==> config.mk <==
export PLATFORM = sky130hd
export DESIGN_NAME = decode_pipe_reg
export DESIGN_NICKNAME = d
export VERILOG_FILES = /design/src/rtl/rv_decode_pkg.sv /design/src/rtl/decode_pipe_reg.sv
export VERILOG_INCLUDE_DIRS = /design/src /design/src/rtl
export SDC_FILE = /design/constraint.sdc
export NUM_CORES = 1
export LEC_CHECK = 0
export BUFFER_PORTS_ARGS = -buffer_cell sky130_fd_sc_hd__buf_2
export CORE_AREA = 4 4 145 147
export DETAILED_ROUTE_END_ITERATION = 8
export DIE_AREA = 0 0 149 151
export PLACE_DENSITY = 0.62
export RECOVER_POWER = 100
export SKIP_CTS_REPAIR_TIMING = 1
export SLEW_MARGIN = 15
export SYNTH_ARGS = -nofsm -noshare
export SYNTH_HDL_FRONTEND = slang
export SYNTH_SLANG_ARGS = --single-unit
==> constraint.sdc <==
create_clock -name clk -period 1.2 [get_ports clk]
set_clock_uncertainty 0.2 [all_clocks]
set_input_delay 0.06 -clock clk [delete_from_list [all_inputs] [get_ports clk]]
set_output_delay 0.06 -clock clk [all_outputs]
set_load 0.1 [all_outputs]
==> src/rtl/decode_params.svh <==
// width and count macros for the decode stage, include wherever a size is needed
`ifndef DECODE_PARAMS_SVH
`define DECODE_PARAMS_SVH

// integer register and datapath width
`define XLEN 64

// number of integer registers, x0 included
`define NUM_REGS 32

// fixed 32-bit instruction word, no compressed forms
`define INSTR_W 32

// register index, log2 of NUM_REGS
`define REG_IDX_W 5

// funct3 on top of the 7-bit opcode
`define OPFUNC_W 10

`endif

==> src/rtl/rv_decode_pkg.sv <==
// shared types of the decode stage, import with rv_decode_pkg::* in a module header
`include "decode_params.svh"

package rv_decode_pkg;

    // plain vectors with a meaning
    typedef logic [`XLEN-1:0]      xlen_t;
    typedef logic [`INSTR_W-1:0]   instr_t;
    typedef logic [`REG_IDX_W-1:0] reg_idx_t;
    typedef logic [`OPFUNC_W-1:0]  opfunc_t;

    // major opcodes, instr[6:0]
    typedef enum logic [6:0] {
        OPC_OP        = 7'b0110011,
        OPC_OP_32     = 7'b0111011,
        OPC_JALR      = 7'b1100111,
        OPC_LOAD      = 7'b0000011,
        OPC_OP_IMM    = 7'b0010011,
        OPC_OP_IMM_32 = 7'b0011011,
        OPC_STORE     = 7'b0100011,
        OPC_BRANCH    = 7'b1100011,
        OPC_LUI       = 7'b0110111,
        OPC_AUIPC     = 7'b0010111,
        OPC_JAL       = 7'b1101111,
        OPC_MISC_MEM  = 7'b0001111,
        OPC_SYSTEM    = 7'b1110011
    } opcode_e;

    // encoding format, none for illegal words and after reset
    typedef enum logic [2:0] {
        FMT_NONE = 3'd0,
        FMT_R    = 3'd1,
        FMT_I    = 3'd2,
        FMT_S    = 3'd3,
        FMT_B    = 3'd4,
        FMT_U    = 3'd5,
        FMT_J    = 3'd6
    } instr_fmt_e;

    // writeback port into the register file
    typedef struct packed {
        logic     en;
        reg_idx_t idx;
        xlen_t    data;
    } reg_write_t;

    // fields pulled out of one instruction word
    typedef struct packed {
        instr_fmt_e fmt;
        opfunc_t    opfunc;
        reg_idx_t   rs1;
        reg_idx_t   rs2;
        reg_idx_t   rd;
        xlen_t      imm;
        logic       illegal;
    } decoded_t;

    // everything handed to the execute stage
    typedef struct packed {
        xlen_t    pc;
        instr_t   instr;
        decoded_t dec;
        xlen_t    rs1_data;
        xlen_t    rs2_data;
    } decode_out_t;

endpackage
==> src/rtl/decode_pipe_reg.sv <==
// output register of the decode stage, holds pc, word and decoded fields for one cycle
`timescale 1ns/100ps

module decode_pipe_reg
    import rv_decode_pkg::*;
(
    input  logic     clk,
    input  logic     reset,
    input  xlen_t    pc,
    input  instr_t   instr,
    input  decoded_t dec_in,
    output xlen_t    pc_q,
    output instr_t   instr_q,
    output decoded_t dec_q
);

    always_ff @(posedge clk) begin
        if (reset) begin
            // all zero, fmt lands on FMT_NONE
            pc_q    <= '0;
            instr_q <= '0;
            dec_q   <= '0;
        end else begin
            pc_q    <= pc;
            instr_q <= instr;
            dec_q   <= dec_in;
        end
    end

    // decoder output for an unknown opcode, seen after the register
    assert property (@(posedge clk) disable iff (reset)
        dec_q.illegal |-> (dec_q.fmt == FMT_NONE) && (dec_q.rd == '0));

    // upper-immediate and jump words never select a source
    assert property (@(posedge clk) disable iff (reset)
        (dec_q.fmt == FMT_U || dec_q.fmt == FMT_J)
            |-> (dec_q.rs1 == '0) && (dec_q.rs2 == '0));

endmodule

==> key figures <==
Clock network
  • CTS H-tree depth: 4
  • Clock sinks: 189
  • Clock Path Buffers: 2
  • TritonCTS Buffers: 17
  • CTS root buffer: clkbuf_16
  • TritonCTS clock tree: built
  • Clock transition at path regs: around 0.07 ns

Route
  • Total number of vias: slightly below 5000
  • Final WL: 20.8 mm
  • Post-route ant nets: 0
  • Initial DRT Pass Iterations: 4
  • Via density: between 3 and 4
  • Wire length per cell: between 15 and 20 um
  • DR iter-0 viols: just over 60
  • Post-route DRC: 0

STA
  • Final min period: approximately 1.2 ns
  • Fmax: about 800 MHz
  • Setup TNS: -0.171 ns
  • RSZ-0062 raised after global routing: yes
  • Worst slew pin tran: about 0.36 ns
  • Final Hold Fails: 0
  • Final Max Slew Viols: 0
  • Max_slew headroom: 76.0%
  • Final worst slack: -0.0237 ns
  • Final cycle utilization of the critical path: 102%
  • Setup Viol. Count Final: 24

Die
  • Core Area: 19900 um^2
  • Die area: between 20000 and 25000 um^2
  • Die height: roughly 150 um
  • # rows: between 50 and 60
  • Top Ports: 380
  • DIE WIDTH: roughly 150 um
  • Initial core utilization: between 20 and 30%

GRT
  • Largest net degree at the start of global routing: 63
  • GRT overflow: 0
  • First-pass GRT wire length: 22.7 mm
  • Number of global-route vias before repair: 4064
  • Overall Global Routing Usage: 13.5%
  • Initial antenna violation count: 1

Logic synthesis
  • Synth Area in Adders: 0%
  • Library cells used by synthesis: 8
  • Area leader, netlist: dfxtp_1
  • Predominant post-synthesis flop cell: dfxtp_1
  • Netlist Area Pre-Place: approximately 5600 um^2
  • Mapped Cells: roughly 400
  • Post-synthesis simple-gate area fraction: slightly below 30%
  • Syn Nets: between 500 and 600
  • Top-count cell post-synth: dfxtp_1
  • Post-synthesis mux area share: 0%
  • Synth top cells by count: dfxtp_1, nor2b_1, nor2b_2
  • Main combinational cell family by area after synthesis: simple AND/OR/NAND/NOR gates
  • Synth Area in Compound Gates: 0%
  • Yosys top cell area share: between 60% and 70%
  • XOR/XNOR share of the synthesized area: 0%
  • Syn avg cell area: ~14 um^2
  • Synth Register Bits: roughly 190
  • EDFF count, synth: 0
  • Post-synth ARST share: 0%
  • Largest cells by area after synthesis: dfxtp_1, nor2b_1, nor2b_4
  • Post-synthesis sequential area ratio: between 60% and 70%
  • Synth warnings: 0

Power
  • Logic gate share of total power: 29.4%
  • Internal Power: ~12 mW
  • Overall Power: between 15 and 20 mW
  • Share of power burned in registers: between 30% and 40%
  • Power share of the clock group: between 30% and 40%
  • Max VDD drop: just under 900 uV
  • Power per cell area: roughly 1300 nW/um^2
  • Sw Pwr: between 5 and 6 mW
  • Switching share of total power: ~33%
  • Lkg Pwr: around 5.8 nW

Job
  • Max-cap violations: 0

Critical path
  • Slowest stage cell, crit path: dfxtp_2
  • Family with the most delay on the worst path: flip-flops
  • Startpoint type of the worst setup path: flop
  • CP Capture Type: output pin
  • WP data required: approximately 0.94 ns
  • Worst path max stage delay: 0.37 ns
  • Critical path buffer and inverter count: 1
  • Arr. time, crit path: about 0.96 ns
  • Crit. path cell count: 1
  • Type of the worst setup path: reg -> out
  • CP cell instances: buf_12
  • CP Max Fanout: 1

Final layout
  • Layout Nets: 1171
  • Register area: between 4000 and 5000 um^2
  • Design Area, Final: 13200 um^2
  • Fillers: roughly 1300
  • Multi-input gate area: between 1000 and 1500 um^2
  • Final Non-Filler Cells: roughly 1300
  • Layout cells sized above 1: slightly below 70%
  • Area Overhead vs Synth: 134%

Status
  • Status: finished, violations left
  • Failing checks: negative setup slack

Placed design
  • Port Buffers: 379
  • Inst Count DP: about 1000
  • Dpl hpwl: roughly 14 mm
  • Final GP Congestion: about 0.76
  • Dpl ws: between 0.2 and 0.25 ns
  • Total placed instance area: around 11000 um^2

Worst hold path
  • Worst hold start: dec_in[57]
  • Worst hold-check path type: in -> reg
  • Hold Crit Depth: 3
  • Hold EP: dec_q[57]
-- registers in the layout, summed over array words and instances (netlist names) --
name and flops:
dec_q 93, instr_q 32, pc_q 64
-- cell families after synthesis --
group,count (synthesis)
buffers and inverters,21
flip-flops,189
AND/OR/NAND/NOR,189
-- layer usage --
| metal | wire (um) | part of all wire [%] | GRT usage (%) |
|---|---|---|---|
| met5 | 0 | 0 | 0 |
| met4 | 242 | 1.2 | 3.84 |
| met1 | 7220 | 35 | 12.5 |
| met2 | 11400 | 55 | 25.5 |
| met3 | 1940 | 9.3 | 7.39 |
-- layout by cell type (no fill, tap or decap) --
cell           synthesis  final
buf_12                 4    191
buf_2                  7    189
buf_4                  0      4
buf_6                  9      3
buf_8                  1      2
bufinv_16              0      1
clkbuf_1               0      1
clkbuf_16              0     17
clkbuf_2               0      3
clkinv_4               0      5
clkinv_8               0      2
dfxtp_2                0    189
diode_2                0      1
dlygate4sd3_1          0    190
inv_6                  0      2
inv_8                  0      3
nor2b_1               89    114
nor2b_2               60     54
nor2b_4               40     21
-- how the worst max path moves through the flow --
stage                    from        end  slack [ns]
floorplan            dec_q[0]   dec_q[0]        0.03
global placement        reset   pc_q[42]        0.26
detailed placement      reset   pc_q[50]        0.24
CTS                 dec_q[78]  dec_q[78]       -0.11
global route        dec_q[12]  dec_q[12]       -0.07
finish              dec_q[10]  dec_q[10]       -0.02
-- per-stage QoR --
stage | hold slack (ns) | util, %
5_1_grt | 0.183 | 66.3
4_1_cts | -0.381 | 56.8
3_3_place_gp | 0.0666 | 53.9
3_5_place_dp | 0.0717 | 53.9
6_report | 0.186 | 66.3
2_1_floorplan | -0.0118 | -
-- worst min-delay path: cells and delay by family --
family	cells	cell delay, ns
simple gates	1	0.10
buf+inv	2	0.60
-- power by group through the flow --
stage	combinational [mW]	sequential (mW)	clock, mW
finish	5.21	6.97	5.52
global route	5.35	7.00	5.92
CTS	4.78	6.90	5.70
detailed placement	4.78	7.04	0
global placement	4.74	7.03	0
floorplan	0.499	9.30	0
-- layout make-up --
class	instances	share of cell area (%)
Timing Repair Buffer	583	51.4
Multi-Input combinational cell	189	11.2
Clock inverter	13	1.19
Sequential cell	189	30.4
Clock buffer	17	3.22
Antenna cell	1	0.0190
Tap cell	270	2.56
No activity file was read; power rests on OpenSTA's default activity.
