<file path="src/rtl/decode_params.svh">
// width and count macros for the decode stage, include wherever a size is needed
`ifndef DECODE_PARAMS_SVH
`define DECODE_PARAMS_SVH

// integer register and datapath width
`define XLEN 64

// number of integer registers, x0 included
`define NUM_REGS 32

// fixed 32-bit instruction word, no compressed forms
`define INSTR_W 32

// register index, log2 of NUM_REGS
`define REG_IDX_W 5

// funct3 on top of the 7-bit opcode
`define OPFUNC_W 10

`endif

</file>
<file path="src/rtl/rv_decode_pkg.sv">
// shared types of the decode stage, import with rv_decode_pkg::* in a module header
`include "decode_params.svh"

package rv_decode_pkg;

    // plain vectors with a meaning
    typedef logic [`XLEN-1:0]      xlen_t;
    typedef logic [`INSTR_W-1:0]   instr_t;
    typedef logic [`REG_IDX_W-1:0] reg_idx_t;
    typedef logic [`OPFUNC_W-1:0]  opfunc_t;

    // major opcodes, instr[6:0]
    typedef enum logic [6:0] {
        OPC_OP        = 7'b0110011,
        OPC_OP_32     = 7'b0111011,
        OPC_JALR      = 7'b1100111,
        OPC_LOAD      = 7'b0000011,
        OPC_OP_IMM    = 7'b0010011,
        OPC_OP_IMM_32 = 7'b0011011,
        OPC_STORE     = 7'b0100011,
        OPC_BRANCH    = 7'b1100011,
        OPC_LUI       = 7'b0110111,
        OPC_AUIPC     = 7'b0010111,
        OPC_JAL       = 7'b1101111,
        OPC_MISC_MEM  = 7'b0001111,
        OPC_SYSTEM    = 7'b1110011
    } opcode_e;

    // encoding format, none for illegal words and after reset
    typedef enum logic [2:0] {
        FMT_NONE = 3'd0,
        FMT_R    = 3'd1,
        FMT_I    = 3'd2,
        FMT_S    = 3'd3,
        FMT_B    = 3'd4,
        FMT_U    = 3'd5,
        FMT_J    = 3'd6
    } instr_fmt_e;

    // writeback port into the register file
    typedef struct packed {
        logic     en;
        reg_idx_t idx;
        xlen_t    data;
    } reg_write_t;

    // fields pulled out of one instruction word
    typedef struct packed {
        instr_fmt_e fmt;
        opfunc_t    opfunc;
        reg_idx_t   rs1;
        reg_idx_t   rs2;
        reg_idx_t   rd;
        xlen_t      imm;
        logic       illegal;
    } decoded_t;

    // everything handed to the execute stage
    typedef struct packed {
        xlen_t    pc;
        instr_t   instr;
        decoded_t dec;
        xlen_t    rs1_data;
        xlen_t    rs2_data;
    } decode_out_t;

endpackage
</file>
<file path="src/rtl/instr_field_decoder.sv">
// combinational instruction decoder, feeds register indexes and fields to the decode stage
`timescale 1ns/100ps
`include "decode_params.svh"

module instr_field_decoder
    import rv_decode_pkg::*;
(
    input  instr_t   instr,
    output decoded_t dec
);

    opcode_e     opc;
    logic [2:0]  funct3;
    reg_idx_t    rs1_f;
    reg_idx_t    rs2_f;
    reg_idx_t    rd_f;
    xlen_t       imm_i;
    xlen_t       imm_s;
    xlen_t       imm_b;
    xlen_t       imm_u;
    xlen_t       imm_j;

    // raw fields, same position in every format
    assign opc    = opcode_e'(instr[6:0]);
    assign funct3 = instr[14:12];
    assign rs1_f  = instr[19:15];
    assign rs2_f  = instr[24:20];
    assign rd_f   = instr[11:7];

    // immediates, all sign extended from instr[31]
    assign imm_i = {{(`XLEN-12){instr[31]}}, instr[31:20]};
    assign imm_s = {{(`XLEN-12){instr[31]}}, instr[31:25], instr[11:7]};
    // branch offset in halfwords
    assign imm_b = {{(`XLEN-13){instr[31]}}, instr[31], instr[7], instr[30:25],
                    instr[11:8], 1'b0};
    // upper 20 bits, low 12 zero
    assign imm_u = {{(`XLEN-32){instr[31]}}, instr[31:12], 12'b0};
    assign imm_j = {{(`XLEN-21){instr[31]}}, instr[31], instr[19:12], instr[20],
                    instr[30:21], 1'b0};

    always_comb begin
        // illegal word unless an opcode below matches
        dec = '0;
        case (opc)
            OPC_OP, OPC_OP_32: begin
                dec.fmt    = FMT_R;
                dec.opfunc = opfunc_t'({funct3, instr[6:0]});
                dec.rs1    = rs1_f;
                dec.rs2    = rs2_f;
                dec.rd     = rd_f;
            end
            // shift immediates keep the whole I value, shamt sits in its low bits
            OPC_JALR, OPC_LOAD, OPC_OP_IMM, OPC_OP_IMM_32, OPC_MISC_MEM, OPC_SYSTEM: begin
                dec.fmt    = FMT_I;
                dec.opfunc = opfunc_t'({funct3, instr[6:0]});
                dec.rs1    = rs1_f;
                dec.rd     = rd_f;
                dec.imm    = imm_i;
            end
            OPC_STORE: begin
                // bits 11:7 carry imm here, no destination
                dec.fmt    = FMT_S;
                dec.opfunc = opfunc_t'({funct3, instr[6:0]});
                dec.rs1    = rs1_f;
                dec.rs2    = rs2_f;
                dec.imm    = imm_s;
            end
            OPC_BRANCH: begin
                dec.fmt    = FMT_B;
                dec.opfunc = opfunc_t'({funct3, instr[6:0]});
                dec.rs1    = rs1_f;
                dec.rs2    = rs2_f;
                dec.imm    = imm_b;
            end
            OPC_LUI, OPC_AUIPC: begin
                // no funct3 and no sources
                dec.fmt    = FMT_U;
                dec.opfunc = opfunc_t'({3'b000, instr[6:0]});
                dec.rd     = rd_f;
                dec.imm    = imm_u;
            end
            OPC_JAL: begin
                dec.fmt    = FMT_J;
                dec.opfunc = opfunc_t'({3'b000, instr[6:0]});
                dec.rd     = rd_f;
                dec.imm    = imm_j;
            end
            default: begin
                // outside the thirteen major opcodes
                dec.illegal = 1'b1;
            end
        endcase
    end

endmodule

</file>
<file path="config.mk">
export PLATFORM = sky130hd
export DESIGN_NAME = instr_field_decoder
export DESIGN_NICKNAME = d
export VERILOG_FILES = /design/src/rtl/rv_decode_pkg.sv /design/src/rtl/instr_field_decoder.sv
export VERILOG_INCLUDE_DIRS = /design/src /design/src/rtl
export SDC_FILE = /design/constraint.sdc
export NUM_CORES = 1
export LEC_CHECK = 0
export BUFFER_PORTS_ARGS = -buffer_cell sky130_fd_sc_hd__buf_4
export CAP_MARGIN = 20
export CORE_ASPECT_RATIO = 0.7
export CORE_MARGIN = 3
export CORE_UTILIZATION = 30
export DETAILED_ROUTE_END_ITERATION = 16
export PLACE_DENSITY = 0.68
export SLEW_MARGIN = 20
export SYNTH_ARGS = -nofsm -noshare
export SYNTH_HDL_FRONTEND = slang
export SYNTH_SLANG_ARGS = --single-unit
</file>
<file path="constraint.sdc">
create_clock -name vclk -period 4.7
set_clock_uncertainty 0.2 [all_clocks]
set_input_delay 0.94 -clock vclk [all_inputs]
set_output_delay 0.94 -clock vclk [all_outputs]
set_load 0.01 [all_outputs]
</file>
==> flow_results.org, run 1 <==
** Setup path
- Critical Path Max Stage Delay :: ~0.44 ns
- Library cell contributing the largest single delay on the critical path :: a31oi_4
- The most critical setup path has its startpoint at instr[3].
- CP dominant cell by count :: buf_4
- In this run the worst path has a maximum fanout of 23.
- The worst setup path is captured at a primary output.
- Timing endpoint of the critical path :: dec[21]
- Worst Setup Start Kind :: input pin
- Critical path class :: input pin to primary output
- Arrival time reported for the critical path endpoint :: 2.49 ns
- At the worst endpoint, the required time is 3.56 ns.
- Walking the worst path, the cells encountered are buf_4 > and2_4 > a211o_1 > a31oi_4 > o22ai_1 > buf_4.

** Routing
- For this run, design rule violations remaining after detail routing come to 0.
- Iteration-0 DRC count of the detailed router :: 162
- The first detailed-routing pass took 5 iterations.
- Antenna-violating nets left :: 0
- For this block, the routed nets add up to 5.07 mm of wire.
- After detailed routing, the average wire length per cell comes to 14.8 µm.
- The detailed router placed 1730 vias in this run.
- Using the TritonRoute via totals, the vias-per-cell ratio works out to just over 5.

** Yosys
- By area the synthesized netlist is led by buf_4, nand2_1, o21ai_0.
- Dividing the synthesized area by the synthesized cell count gives 6.16 µm².
- Most common cell in the synthesized netlist :: buf_4
- Summing the sequential cell areas from Yosys gives 0% of the chip area.
- The share of synthesized area in the top cell type comes to 19.6%.
- The synthesized netlist occupies a cell area of 1310 µm².
- Post-synthesis net count :: 244
- Count of cell types in the netlist :: 50
- The synthesized design spends more area on one cell type than any other, namely buf_4.
- For this run, the number of Yosys warnings is 0.
- Synth top cells by count :: buf_4, nand2_1, o21ai_0
- Synthesized instance count :: 212

** Timing
- After routing, the total negative slack on setup checks comes to 0 ns.
- Final setup violation count :: 0
- In the finished design, the share of the clock period the worst path needs comes to between 70% and 80%.
- Setup repair after global routing left no endpoint under its margin.
- Final Slew Violations :: 0
- Count of endpoints failing hold in the final timing report :: 0
- Once routing completed, OpenROAD measured the worst setup slack at 1.07 ns.
- Transition time at the pin with the least slew margin :: ~0.67 ns
- Final period demand of the worst path :: roughly 3.6 ns
- Fmax achieved :: 275 MHz
- Worst hold-check slack :: 1.97 ns
- Headroom to the max-slew limit :: 55.0%

** Finish
- Total non-filler cell area in the finished layout :: between 1500 and 2000 µm²
- The number of antenna diodes in the final layout is 0.
- The post-route netlist has 48.1% of its cells at a drive strength greater than 1.
- Relative to the synthesized area, the layout overhead comes to 53.0%.
- In the finished design the tool counted flip-flops and latches totalling 0.
- Number of nets in the layout :: between 300 and 400
- Clock buffer count in the final layout :: 0
- Combined flip-flop and latch cell area :: 0 µm²

** Run
- Max Cap Violations :: 0

** Placement
- The placed instances occupy a cell area of between 1500 and 2000 µm².
- Pre-CTS setup slack :: 1.09 ns
- RePlAce Congestion :: 0.865
- Port buffer count :: around 130
- Summed over all nets, the half-perimeter wirelength after detailed placement is 3.96 mm.

** CTS
- After clock tree synthesis, the setup repair step added 0 buffers.
- In this run, post-CTS repair resized a total of 0 instances.
- After clock tree synthesis, the flow added hold-fix buffers numbering 0.

** Global route
- The number of antenna violations at the first check in global routing is 0.
- The number of global-route vias before repair is 1434.
- Pin count of the biggest net entering global routing :: 34
- The first global-routing pass estimated about 7.4 mm of wire.
- Global routing used ~17% of the available tracks.
- Summed over all layers, the global routing overflow is 0.

** Power
- In this run the power density over the cells is approximately 74 nW/µm².
- For this design the static power due to leakage is about 0.99 nW.
- IR Drop Worst-Case VDD :: between 0.03 and 0.04 mV
- After layout, the design draws a total of 0.000147 W.

** Status
- Result of the run :: completed

** Die
- 125 I/O pins were placed.
- In this run the core area contains 19 standard-cell rows.
- In this run the horizontal extent of the chip is 84.8 µm.
- Once the floorplan was initialized, standard cells occupied between 30% and 40% of the core.
- The floorplan step defined a core boundary enclosing a little over 4000 µm².
- From bottom edge to top edge, the die measures 61.2 µm.
- The die covers 5190 µm².

** Hold path
- HP Class :: input pin to primary output
critical path, delay by kind of cell:
family,cells,cell delay (ns)
buf+inv,2,0.37
simple gates,1,0.19
compound gates,3,0.98
routing by layer:
layer,vias up,track usage (%),part of all wire (%)
met5,-,0,0
met4,0,0.451,0.26
met3,2,2.01,11
met2,107,25.1,43
met1,743,27.0,46
li1,878,-,-
cells in the final DEF (no fill, tap or decap), types with 2 or more instances in the layout:
cell / n
and2_1: 8
nor3_1: 4
o21ai_1: 2
a21oi_1: 11
inv_1: 4
o22ai_1: 13
nand3_1: 3
buf_4: 128
nor3b_1: 8
and3_1: 7
a211oi_1: 2
nor4_1: 2
nor2_1: 13
o21ai_0: 17
or3b_1: 3
o21a_1: 2
nor2_2: 2
a21oi_2: 2
nand2_1: 30
a31oi_1: 3
per-stage QoR:
| step | instances | util (%) |
|---|---|---|
| CTS | 343 | 49.4 |
| floorplan | 212 | - |
| global route | 343 | 49.4 |
| detailed placement | 343 | 49.4 |
| finish | 343 | 49.4 |
| global placement | 343 | 49.4 |
cell families after synthesis:
kind of cell | synth area share (%)
xor gates and xnor gates | 0.671
buffers and inverters | 26.9
muxes | 0.863
AOI/OAI and AO/OA | 35.0
and+or+nand+nor | 36.5
how the worst min path moves through the flow:
stage,startpoint,cells past startpoint,end,slack (ns)
after floorplan,instr[29],2,dec[10],1.79
after global placement,instr[16],4,dec[17],1.97
after detailed placement,instr[17],4,dec[18],1.97
after CTS,instr[17],4,dec[18],1.97
after global routing,instr[18],4,dec[19],2.00
final,instr[17],4,dec[18],1.97
power by group:
part	internal [W]	total [W]	leakage, nW	switching [W]
Sequential	0	0	0	0
Clock	0	0	0	0
Combinational	0.0000670	0.000147	0.987	0.0000800
Total	0.0000670	0.000147	0.987	0.0000800
area by class of cell:
cell class / instances / area (µm²)
Multi-Input combinational cell: 159 / 956
Inverter: 4 / 15.0
Timing Repair Buffer: 128 / 961
Tap cell: 52 / 65.1
Fill cell: 411 / 2040
Power figures use the tool's default switching activity.
==> inputs of run 2 (changes only) <==
- clock period: 4.7 -> 3.4 ns (I/O delays scaled with it)
==> flow_results.org, run 2 (synthesis gave the netlist of run 1 again) <==
** Status
- Result of the run: completed (unchanged).

** Timing
- Final period utilization :: 91.4%
- The accumulated negative setup slack came to 0 ns (unchanged).
- Count of endpoints failing hold in the final timing report :: 0 (unchanged)
- Unrepaired setup endpoints after global routing: no (unchanged).
- Fmax achieved :: 322 MHz
- The max-slew violation count came to 0 (unchanged).
- Headroom to the max-slew limit :: 68.0% (was 55.0%)
- Subtracting the final worst setup slack from the clock period gives 3.11 ns.
- Final setup violation count :: 0 (unchanged)
- The actual slew at the worst max-slew pin came to 0.468 ns (was 0.669 ns).
- The post-route worst hold slack is 1.45 ns (was 1.97 ns).

** Routing
- The count of nets left with antenna violations after detail routing came to 0 (unchanged).
- Iteration-0 DRC count of the detailed router :: 100 (was 162)
- The detailed-route via count is 1770 (was 1730).
- Highest metal used :: met3 (was met4)
- Post-DR wirelength/cell :: 14.8 µm (about the same)
- Per-cell via count in the routed design :: 5.13 (was 5.04)
- Met2 wirelength from detailed routing :: 2.31 mm (was 2.19 mm)
- The total wire length after detailed routing came to 5.11 mm (was 5.07 mm).
- Residual DRC :: 0 (unchanged)
- Metal1 wirelength :: 2.38 mm (was 2.32 mm)
- The total iterations of the first detailed-routing run was 4 (was 5).
- Length of routed met3 wiring :: 413 µm (was 535 µm)

** Global route
- Number of global-route vias before repair :: 1416 (was 1434)
- The number of antenna violations at the first check in global routing came to 0 (unchanged).
- The global-route wire length before repair is 7.31 mm (was 7.42 mm).
- Global-route usage over all layers :: 16.8% (about the same)
- The maximum number of pins on one net before global-route repair was 34 (unchanged).
- The total global routing overflow came to 0 (unchanged).

** Setup path
- The most frequent cell on the critical path is buf_4 (unchanged).
- Library cell contributing the largest single delay on the critical path :: a31oi_4 (unchanged)
- The kind of capture point of the worst setup path is a primary output (unchanged).
- Arrival time reported for the critical path endpoint :: 2.23 ns (was 2.49 ns)
- Worst Setup Start Kind :: input pin (unchanged)
- Critical path fanouts, max :: 23 (unchanged)
- Cells traversed along the worst timing path :: buf_4 > and2_4 > a211o_1 > a31oi_4 > o22ai_1 > buf_4 (unchanged)
- Critical path class :: input pin to primary output (unchanged)
- The endpoint required time on the critical path came to 2.52 ns (was 3.56 ns).
- Critical Path Max Stage Delay :: 0.46 ns (was 0.44 ns)

** Die
- Horizontal die dimension :: 84.8 µm (unchanged)
- The die span in y came to 61.2 µm (unchanged).
- Area enclosed by the die boundary :: 5190 µm² (unchanged)
- Number of rows in the core area :: 19 (unchanged)
- The area of the placeable core came to 4040 µm² (unchanged).
- Initial Util :: 32.3% (unchanged)
- The count of boundary I/O pins came to 125 (unchanged).

** Placement
- DP Wirelength :: 4.08 mm (was 3.96 mm)
- The post-placement cell count came to 345 (was 343).
- Port buffer count :: 125 (unchanged)
- RePlAce Congestion :: 0.920 (was 0.865)
- Total cell area at the placement stage :: 2010 µm² (was 2000 µm²)

** Finish
- The share of final-layout standard cells stronger than drive strength 1 is 48.5% (was 48.1%).
- Commonest cells after routing, fill and taps aside :: buf_4, nand2_1, o21ai_0 (unchanged)
- Combined flip-flop and latch cell area :: 0 µm² (unchanged)
- Most common cell after layout, fill and taps aside :: buf_4 (unchanged)
- The layout net count is 327 (was 325).
- Number of sequential storage elements :: 0 (unchanged)
- The synthesis-to-finish area growth was 54.2% (was 53.0%).
- The total non-filler cell area in the finished layout came to 2010 µm² (was 2000 µm²).
- Number of antenna repair diodes :: 0 (unchanged)
- # fillers :: 446 (was 411)
- The post-layout instance count excluding filler cells came to 345 (was 343).
- The number of clock buffer instances in the layout came to 0 (unchanged).

** CTS
- Number of instances resized during post-cts repair :: 0 (unchanged)
- The quantity of hold-fixing buffers added after cts is 0 (unchanged).
- The number of buffers inserted by post-CTS setup repair came to 0 (unchanged).

** Hold path
- HP Class :: input pin to primary output (unchanged)

** Power
- Power density over cell area :: 101 nW/µm² (was 73.6 nW/µm²)
- The total power of the final layout is 0.000203 W (was 0.000147 W).
- The worst IR drop on VDD was 0.0689 mV (was 0.0394 mV).
- The static leakage is 0.997 nW (was 0.987 nW).

** Run
- The number of max-cap violations was 0 (unchanged).
[run 2: cell types whose count changed in the layout (fill, tap and decap cells not counted), sizes merged]
| cell | delta |
|---|---|
| buf | +2 |
[run 2: final cells by class]
cell class / instances / area (µm²) / share of cell area [%]
repair buffers: 130 / 976 / 48.5
multi-input cells: 159 / 956 / 47.5
well taps: 52 / 65.1 / 3.23
inverters: 4 / 15.0 / 0.746
[run 2: path summary, 6_finish.rpt]
path	cells past startpoint	end	slack, ns	from
setup / recovery	6	dec[21]	0.29	instr[3]
hold / removal	4	dec[16]	1.45	instr[15]
[run 2: where the power goes]
part | internal (W) | switching, W | total, W | leakage [nW]
sequential | 0 | 0 | 0 | 0
combinational | 0.0000936 | 0.000110 | 0.000203 | 0.997
clock | 0 | 0 | 0 | 0
total | 0.0000936 | 0.000110 | 0.000203 | 0.997
[run 2: stage by stage]
step / utilization, % / setup slack, ns
4_1_cts: 49.8 / 0.313
2_1_floorplan: - / 0.199
5_1_grt: 49.8 / 0.204
6_report: 49.8 / 0.291
3_3_place_gp: 49.8 / 0.363
3_5_place_dp: 49.8 / 0.317
[run 2: critical path, delay by kind of cell]
family,cells,cell delay [ns]
AOI/OAI and AO/OA,3,0.98
buffers and inverters,2,0.36
and+or+nand+nor,1,0.20
[run 2: metal layers]
| layer | global-route usage, % | up-vias |
|---|---|---|
| li1 | - | 887 |
| met3 | 1.87 | 0 |
| met2 | 26.4 | 78 |
| met5 | 0 | - |
| met1 | 26.0 | 805 |
| met4 | 0 | 0 |
